`src/source/dcache_pkg.sv`:
```
`default_nettype none

package dcache_pkg;

  typedef logic [31:0] addr_t;
  typedef logic [31:0] word_t;

  // Line geometry
  localparam int LINE_WORDS       = 4;
  localparam int LINE_OFFSET_BITS = $clog2(LINE_WORDS * 4);

  // Word 0 in the lowest bits
  typedef logic [LINE_WORDS*32-1:0] line_t;

  // APB port to core, one word
  typedef struct packed {
    logic  write;
    addr_t addr;
    word_t wdata;
  } cpu_req_t;

  // Core to memory, one line; addr has zero offset bits
  typedef struct packed {
    logic  write;
    addr_t addr;
    line_t wdata;
  } mem_req_t;

  typedef enum logic [2:0] {
    core_idle,
    core_lookup,
    core_write_back,
    core_refill,
    core_respond
  } core_state_t;

endpackage

`default_nettype wire

```
`src/source/dcache_apb_port.sv`:
```
`timescale 1ns/1ns
`default_nettype none

module dcache_apb_port (
  input  wire logic              CLK,
  input  wire logic              RESET,
  input  wire logic              psel,
  input  wire logic              penable,
  input  wire logic              pwrite,
  input  wire dcache_pkg::addr_t paddr,
  input  wire dcache_pkg::word_t pwdata,
  output logic                   pready,
  output logic                   pslverr,
  output dcache_pkg::word_t      prdata,
  output logic                   req_valid,
  output dcache_pkg::cpu_req_t   req,
  input  wire logic              req_done,
  input  wire dcache_pkg::word_t rdata
);

  typedef enum logic [1:0] {
    port_idle,
    port_busy,
    port_error
  } port_state_t;

  port_state_t state_q;
  logic        setup;
  logic        misaligned;
  logic        complete;

  assign setup      = psel && !penable;
  assign misaligned = paddr[1:0] != 2'b00;

  always_ff @(posedge CLK or negedge RESET) begin
    if (!RESET) begin
      state_q <= port_idle;
    end else begin
      case (state_q)
        port_idle:  if (setup) state_q <= misaligned ? port_error : port_busy;
        port_busy:  if (req_done) state_q <= port_idle;
        port_error: state_q <= port_idle;
        default:    state_q <= port_idle;
      endcase
    end
  end

  // Transfer is latched at setup and held until the core answers
  always_ff @(posedge CLK) begin
    if (state_q == port_idle && setup) begin
      req.write <= pwrite;
      req.addr  <= paddr;
      req.wdata <= pwdata;
    end
  end

  assign complete  = (state_q == port_busy) && req_done;
  assign req_valid = state_q == port_busy;
  assign pready    = complete || (state_q == port_error);
  assign pslverr   = state_q == port_error;
  assign prdata    = complete ? rdata : '0;

endmodule

`default_nettype wire

```
`config.mk`:
```
export PLATFORM = sky130hd
export DESIGN_NAME = dcache_apb_port
export DESIGN_NICKNAME = d
export VERILOG_FILES = /design/src/source/dcache_pkg.sv /design/src/source/dcache_apb_port.sv
export SDC_FILE = /design/constraint.sdc
export NUM_CORES = 1
export LEC_CHECK = 0
export BUFFER_PORTS_ARGS = -buffer_cell sky130_fd_sc_hd__buf_2
export CORE_UTILIZATION = 34
export CTS_BUF_LIST = sky130_fd_sc_hd__clkbuf_16
export CTS_CLUSTER_SIZE = 25
export DETAILED_ROUTE_END_ITERATION = 12
export GPL_TIMING_DRIVEN = 1
export MAX_ROUTING_LAYER = met4
export PLACE_DENSITY = 0.85
export SYNTH_ARGS = -nofsm -noshare
export SYNTH_HDL_FRONTEND = slang
export SYNTH_SLANG_ARGS = --single-unit
```
`constraint.sdc`:
```
create_clock -name CLK -period 5.12 [get_ports CLK]
set_clock_uncertainty 0.15 [all_clocks]
set_input_delay 0 -clock CLK [delete_from_list [all_inputs] [get_ports CLK]]
set_output_delay 0 -clock CLK [all_outputs]
set_load 0.02 [all_outputs]
```
# Word-level counts from Yosys, hierarchy flattened

Cells that the tools add are included.

Input bits: 102
Output and inout port bits: 100
Register bits: 67
Logic and storage cells: 21

Equal/unequal tests: 4
Muxes and demuxes: 5
Reduce and logical (&&, ||, !) cells: 8

Operator list:

| kind                                                  | number |
|---|---|
| 2-to-1 mux 32 bit                                     | 1 |
| 2-to-1 mux 2 bit                                      | 3 |
| case mux 2 bit (2 select lines)                       | 1 |
| logical AND 1 bit                                     | 3 |
| == test 2 x 1 -> 1 bit, second input constant         | 1 |
| == test 2 bit, second input constant                  | 1 |
| zero test 2 bit                                       | 1 |
| inequality test 2 x 1 -> 1 bit, second input constant | 1 |
| inequality test 2 bit, second input constant          | 1 |
| AND reduction 2 bit                                   | 1 |
| nonzero test 2 bit                                    | 1 |
| zero test 1 bit                                       | 1 |
| logical OR 1 bit                                      | 1 |

# Logic depth before layout (Yosys ltp)

Gate-level depths: netlist of run 1.

Word-level depth: 4
Depth in mapped cells: 3
Gate-level depth less buffers: 2

# Worst setup path after synthesis of run 1

OpenSTA, ideal clock, no wires.

Path kind: register to register
Start point: register state_q[1]
End point: register req[0] (netlist bit) (enable)
Setup time: 0.529 ns
Cell stages (with the launch flop): 2
Arrival time: 4.082 ns
Setup slack: 0.359 ns
Buffers on the path: 0
Period minus slack after synthesis: 4.761 ns
Required time: 4.441 ns
Cells stage by stage: dfrtp_1 -> nor4b_2

Longest elaborated chain between the ends: 2

Ends and longest elaborated chain:

| item                     | line                  | RTL |
|---|---|---|
| start: declaration       | dcache_apb_port.sv:27 | `port_state_t state_q;` |
| start signal: assignment | dcache_apb_port.sv:37 | `state_q <= port_idle;` |
| start signal: assignment | dcache_apb_port.sv:40 | `port_idle: if (setup) state_q <= misaligned ? port_error : port_busy;` |
| start signal: assignment | dcache_apb_port.sv:41 | `port_busy: if (req_done) state_q <= port_idle;` |
| zero test 2 bit          | dcache_apb_port.sv:50 | `if (state_q == port_idle && setup) begin` |
| logical AND 1 bit        | dcache_apb_port.sv:50 |  |
| end: declaration         | dcache_apb_port.sv:16 | `output dcache_pkg::cpu_req_t req,` |

Every way passes these cells.
A chain may end at the register's enable or synchronous reset.

# Worst setup path after layout of run 1

Start point: register state_q[1]
End point: register req[28] (netlist bit) (enable)

Same word-level chain as after synthesis.

==> results of run 1 <==
[cell families (layout without fill, tap and decap cells)]
logic type | Yosys count | count (layout)
flops | 67 | 67
compound gates | 1 | 1
simple gates | 39 | 39
buf+inv | 4 | 287
other cells | 0 | 1
[power by group]
| part | switching, mW | leakage (nW) | internal (mW) | total (mW) |
|---|---|---|---|---|
| clock network | 0.213 | 0.144 | 0.370 | 0.583 |
| logic | 0.0818 | 1.27 | 0.0839 | 0.166 |
| registers | 0.00728 | 0.631 | 0.633 | 0.641 |
| total | 0.302 | 2.04 | 1.09 | 1.39 |
[placed cells by master, fill, tap and decap left out, drive strengths merged, types with 2 or more instances in the layout]
master,n
nor2b,3
dfrtp,2
dlygate4sd3,68
clkbuf,9
clkinv,4
edfxtp,65
inv,2
and2,32
buf,202
[registers in the layout, summed over array words and instances, names as in the netlist]
register,cells
req,65
state_q,2
[worst max-delay path, stage by stage, from the launching register on]
cell and delay, ps:
dfrtp_1 420, nor4b_4 280, buf_4 680
[through the flow]
stage               hold WS, ps  total power, mW
floorplan                  -446            0.709
global placement           -365            0.770
detailed placement         -363            0.774
CTS                         166             1.39
global route                178             1.43
finish                      165             1.39
[final cells by class]
class                           instances  area [sq um]  share of cell area
Sequential cell                        67          2000               0.459
Timing Repair Buffer                  270          1690               0.389
Multi-Input combinational cell         40           274              0.0629
Clock buffer                            9           225              0.0517
Tap cell                               77          96.3              0.0221
Clock inverter                          7          60.1              0.0138
Inverter                                1          3.75            0.000861
Antenna cell                            1          2.50            0.000574
[routing by layer]
layer	global-route usage	up-vias	part of all wire
met5	-	-	0
met3	0.0551	13	0.090
met4	0.122	0	0.020
met2	0.393	133	0.57
li1	-	960	-
met1	0.178	968	0.32
[path summary, 6_finish.rpt]
path,start,to,cells past startpoint
worst min register to register,state_q[1]$_DFFE_PN0P_,state_q[0]$_DFFE_PN0P_,2
min in group asynchronous,RESET,state_q[1]$_DFFE_PN0P_,3
worst max-delay path,state_q[1]$_DFFE_PN0P_,req[28]$_DFFE_PP_,2
worst min-delay path,rdata[19],prdata[19],3
max in group asynchronous,RESET,state_q[0]$_DFFE_PN0P_,3
worst max register to register,state_q[1]$_DFFE_PN0P_,req[28]$_DFFE_PP_,2
[repair_timing]
item,4_1_cts,5_1_grt
setup buffers,0,0
hold buffers,68,0
resized for setup,0,0
hold endpoints to repair,69,0
==> summary.md, run 1 <==
| Metric | Value |
|---|---|
| Routed vias | `2074` |
| Status | `complete, but fails checks` |
| Critical-path maximum fanout | `67` |
| Top post-synthesis cells by area | `edfxtp_1 85%, and2_1 8.7%, dfrtp_1 2.2%` |
| CTS H-tree depth | `3` |
| Setup slack at placement | `3180 ps` |
| Synth Area in Compound Gates | `0.00380` |
| Largest family of logic cells by synthesized area | `simple AND/OR/NAND/NOR gates` |
| DRC violations left | `15` |
| Most common flop cell mapped by yosys | `edfxtp_1` |
| Most numerous cell in the Yosys netlist | `edfxtp_1` |
| Max-slew violation count | `0` |
| WS Path Type | `register to register` |
| Syn. warnings | `0` |
| Max Cap Viol | `0` |
| Synth Net Count | `213` |
| Setup WS post-layout | `3200 ps` |
| Hold Path Class | `primary input to output pin` |
| Vias per inst | `4.39` |
| Die width | `84.3 um` |
| Finished Layout Cells | `472` |
| Maximum vdd drop | `0.230 mV` |
| RSZ-0062 raised after global routing | `no` |
| Data required, critical path | `4910 ps` |
| Global-route usage over all layers | `0.206` |
| Vias in the first global route | `2173` |
| FILL cells | `471` |
| # port buffers | `201` |
| CP Launch Type | `register` |
| Largest net degree at the start of global routing | `68` |
| Final Hold Fails | `0` |
| Crit path time final | `1920 ps` |
| Failing checks | `DRC` |
| Gate Count Post-Synth | `111` |
| P_leak | `2.04 nW` |
| Setup TNS | `0 ps` |
| Area grow syn2layout | `89.1%` |
| Cts bufs inserted | `9` |
| Final setup viols | `0` |
| Routed wire length | `7.04 mm` |
| Synth top cells by count | `65 x edfxtp_1, 32 x and2_1, 3 x buf_6, 3 x nor2b_1, 2 x dfrtp_1` |
| DIE AREA | `7110 sq um` |
| Crit path DAT | `1720 ps` |
| P per Cell Area | `319 nW/um^2` |
| Initial core utilization | `0.357` |
| 1st-iter DRT viols | `97` |
| Drt first pass iters | `8` |
| Sequential-to-total area share from yosys stat | `0.869` |
| Post-Synth XOR/XNOR Area | `0` |
| Fin nets | `491` |
| Share of layout cells above drive strength 1 | `0.553` |
| Cell taking the most area after synthesis | `edfxtp_1` |
| Final antenna-violating net count | `0` |
| Netlist cell types | `11` |
| Seq cells post-synth | `67` |
| Core Util, Final | `0.675` |
| CTS clk-pin slew, worst paths | `50 ps` |
| Clock buffer depth | `2` |
| Grt ovf | `0` |
| Initial antenna violation count | `1` |
| # clock sinks | `67` |
| Crit share post-route | `0.376` |
| RePlAce Congestion | `0.728` |
| F_max | `520 MHz` |
| IO Pins | `202` |
| Syn_area_per_cell | `20.8 sq um` |
| Core Rows | `29` |
| Per-cell routed wire length | `14.9 um` |
| Worst-Margin Slew | `816 ps` |
| Simple-gate share of the synthesized area | `0.111` |
| CP Capture Type | `register` |
| Post-Syn Area | `2300 sq um` |
| Post-DP HPWL | `4.19 mm` |
| Asr flop ratio synth | `0.0299` |
| Clock latency on the worst-skew pair | `320 ps` |
| CORE AREA | `6460 sq um` |
| Mux cell area share after synthesis | `0` |
| CTS tree | `yes` |
| Reg2Reg Setup Slack | `3200 ps` |
| DP Area | `3390 sq um` |
| CTS Root Cell | `clkbuf_16` |
| EDFF count, synth | `65` |
| Adder-Cell Fraction of Synth Area | `0` |
| Relative slew slack | `0.456` |
| First-pass GRT wire length | `10.4 mm` |
| Post-Place Cells | `387` |
| Fin area | `4360 sq um` |
| Die Span Y | `84.3 um` |
| Synth top area share | `0.847` |
Note: power is estimated with default switching activity, not from simulation.
==> run 2, diff against run 1 <==
- ABC_AREA: default -> 1
- CORE_UTILIZATION: 34 -> 38
- PLACE_DENSITY: 0.85 -> 0.89
- clock period: 5.12 -> 1.88 ns (I/O delays scaled with it)
==> summary.md, run 2 <==
| Metric | Value |
|---|---|
| Clock buffer depth | `2 (unchanged)` |
| Worst Reg-to-Reg Cells | `4 (+2)` |
| Largest regs | `req x65, state_q x2` |
| Per-cell routed wire length | `14.3 um (-4.0%)` |
| Global-route usage over all layers | `0.230 (+0.0244)` |
| Hold Crit Depth | `4 (+1)` |
| Synth top cells by count | `65 x edfxtp_1, 37 x inv_1, 35 x nor2_1, 3 x buf_6, 3 x nand2_1` |
| Commonest non-fill, non-tap cell in the layout | `buf_2` |
| F_max | `611 MHz` |
| Top reg by flops | `req` |
| Setup slack at placement | `373 ps (-2810 ps)` |
| Grt ovf | `0 (unchanged)` |
| Worst-Margin Slew | `322 ps (-495 ps)` |
| P_leak | `2.22 nW (+8.5%)` |
| Top post-synthesis cells by area | `edfxtp_1 83%, inv_1 5.9%, nor2_1 5.6%` |
| Initial antenna violation count | `0 (-1)` |
| EDFF count, synth | `65 (unchanged)` |
| Max reg flops | `65 (unchanged)` |
| Vias per inst | `4.27 (-2.9%)` |
| P per Cell Area | `853 nW/um^2 (+170%)` |
| Cts bufs inserted | `9 (unchanged)` |
| # port buffers | `201 (unchanged)` |
| RSZ-0062 raised after global routing | `no` |
| Core Rows | `28 (-3.4%)` |
| Share of layout cells above drive strength 1 | `0.506 (-0.0476)` |
| Crit path DAT | `1490 ps (-230 ps)` |
| Most numerous cell in the Yosys netlist | `edfxtp_1` |
| Finished Layout Cells | `512 (+8.5%)` |
| Routed vias | `2185 (+5.4%)` |
| Asr flop ratio synth | `0.0299 (unchanged)` |
| DRC violations left | `0 (-15)` |
| Sequential-to-total area share from yosys stat | `0.847 (-0.0212)` |
| DIE AREA | `6540 sq um (-8.1%)` |
| Gate Count Post-Synth | `151 (+36%)` |
| Syn. warnings | `0 (unchanged)` |
| CTS H-tree depth | `3 (unchanged)` |
| Crit path max-delay cell type | `dfrtp_1` |
| CP Launch Type | `register` |
| Crit share post-route | `0.871` |
| CP Capture Type | `output pin` |
| CTS Root Cell | `clkbuf_16` |
| Routed wire length | `7.33 mm (+4.1%)` |
| CTS tree | `yes` |
| Critical-path maximum fanout | `33 (-51%)` |
| Final antenna-violating net count | `0 (unchanged)` |
| Fin nets | `535 (+9.0%)` |
| Setup WS post-layout | `243 ps (-2950 ps)` |
| FILL cells | `399 (-15%)` |
| Overall Power | `3.80 mW (+170%)` |
| Drt first pass iters | `4 (-4)` |
| Max Cap Viol | `0 (unchanged)` |
| Final setup viols | `0 (unchanged)` |
| CORE AREA | `5960 sq um (-7.8%)` |
| N_diodes | `0 (-1)` |
| Maximum vdd drop | `0.697 mV (+200%)` |
| Relative slew slack | `0.785 (+0.329)` |
| Hold Path Class | `primary input to output pin` |
| Critical path's top delay family | `flip-flops` |
| WS Path Type | `register to output pin` |
| Critical Path Stages | `5 (+3)` |
| Slowest stage delay, CP | `400 ps (-280 ps)` |
| Post-Place Cells | `426 (+10%)` |
| Post-Syn Area | `2360 sq um (+2.5%)` |
| Area grow syn2layout | `88.6%` |
| First-pass GRT wire length | `10.3 mm (-0.93%)` |
| Die Span Y | `80.8 um (-4.1%)` |
| Syn_area_per_cell | `15.6 sq um (-25%)` |
| RePlAce Congestion | `0.680 (-6.6%)` |
| Vias in the first global route | `2214 (+1.9%)` |
| Largest net degree at the start of global routing | `45 (-34%)` |
| WP buf/inv | `2 (+1)` |
| Die width | `80.8 um (-4.1%)` |
| Synth Net Count | `253 (+19%)` |
| DP Area | `3460 sq um (+2.1%)` |
| Post-DP HPWL | `4.42 mm (+5.6%)` |
| Max-slew violation count | `0 (unchanged)` |
| Most frequent cells in the layout | `201 x buf_2, 71 x dlygate4sd3_1, 65 x edfxtp_1` |
| Clock latency on the worst-skew pair | `320 ps (about the same)` |
| Seq cells post-synth | `67 (unchanged)` |
| Final Hold Fails | `0 (unchanged)` |
| Status | `finished clean` |
| CP cell instances | `inv_1, nor2_4, nand2_4, o21ai_0, buf_2` |
| Fin area | `4450 sq um (+2.2%)` |
| 1st-iter DRT viols | `49 (-49%)` |
| Crit path time final | `1640 ps` |
| Cell taking the most area after synthesis | `edfxtp_1` |
| Synth top area share | `0.826 (-0.0206)` |
| Netlist cell types | `11 (unchanged)` |
| Data required, critical path | `1730 ps (-3180 ps)` |
| IO Pins | `202 (unchanged)` |
| Most common flop cell mapped by yosys | `edfxtp_1` |
| CTS clk-pin slew, worst paths | `50 ps (about the same)` |
| Initial core utilization | `0.397 (+0.0398)` |
| # clock sinks | `67 (unchanged)` |
run 2: changes by cell type after synthesis, sizes merged, moves of 3 or more:
| cell | before | now |
|---|---|---|
| nand2 | 0 | 4 |
| and2 | 32 | 0 |
| inv | 1 | 37 |
| nor2b | 3 | 0 |
| nor2 | 1 | 38 |
run 2: tightest hold or removal path, stage by stage:
cell	delay (ps)
buf_2	90
inv_1	40
nor2_1	30
buf_2	140
run 2: kinds of logic (layout without fill, tap and decap cells):
| family | Yosys count | count (layout) | share of synthesized area |
|---|---|---|---|
| compound gates | 1 | 1 | 0.00212 |
| buf+inv | 40 | 326 | 0.0731 |
| flops | 67 | 67 | 0.847 |
| simple gates | 43 | 43 | 0.0773 |
run 2: cell type report:
class,count,area [sq um],share of cell area
timing repair buffer,274,1740,0.392
inverter,37,143,0.0320
clock buffer,9,225,0.0506
multi-input combinational,44,188,0.0421
clock inverter,6,58.8,0.0132
tap,75,93.8,0.0211
sequential,67,2000,0.449
run 2: routing by layer:
metal  vias up  global-route usage  wire [um]
li1       1049                   -          -
met5         -                   -          0
met4         0               0.107        202
met2       121               0.404       3920
met1       999               0.235       2640
met3        16              0.0685        569
run 2: final timing paths:
kind                                        start  slack, ps                     end
max                        state_q[0]$_DFFE_PN0P_        240                  pready
min                                     rdata[19]        160              prdata[19]
max reg2reg                state_q[1]$_DFFE_PN0P_        370       req[57]$_DFFE_PP_
min reg2reg                state_q[1]$_DFFE_PN0P_        480  state_q[0]$_DFFE_PN0P_
max in group asynchronous                   RESET       1040  state_q[1]$_DFFE_PN0P_
min in group asynchronous                   RESET        410  state_q[0]$_DFFE_PN0P_
run 2: power breakdown:
| group | leakage (nW) | total [mW] | internal (mW) | switching [mW] |
|---|---|---|---|---|
| logic | 1.45 | 0.481 | 0.236 | 0.244 |
| clock network | 0.140 | 1.58 | 1.01 | 0.571 |
| registers | 0.631 | 1.74 | 1.72 | 0.0178 |
run 2: metrics by stage:
stage / hold slack, ps / utilization / TNS [ps]
after floorplan: -446 / - / -10340
after global placement: -361 / 0.581 / 0
after detailed placement: -363 / 0.581 / 0
after CTS: 159 / 0.748 / 0
after global routing: 175 / 0.748 / 0
final: 159 / 0.748 / 0
run 2: what timing repair did:
action	CTS	global route
endpoints found under the hold margin	69	0
buffers inserted	0	0
hold buffers	71	0
gates resized for setup	0	0
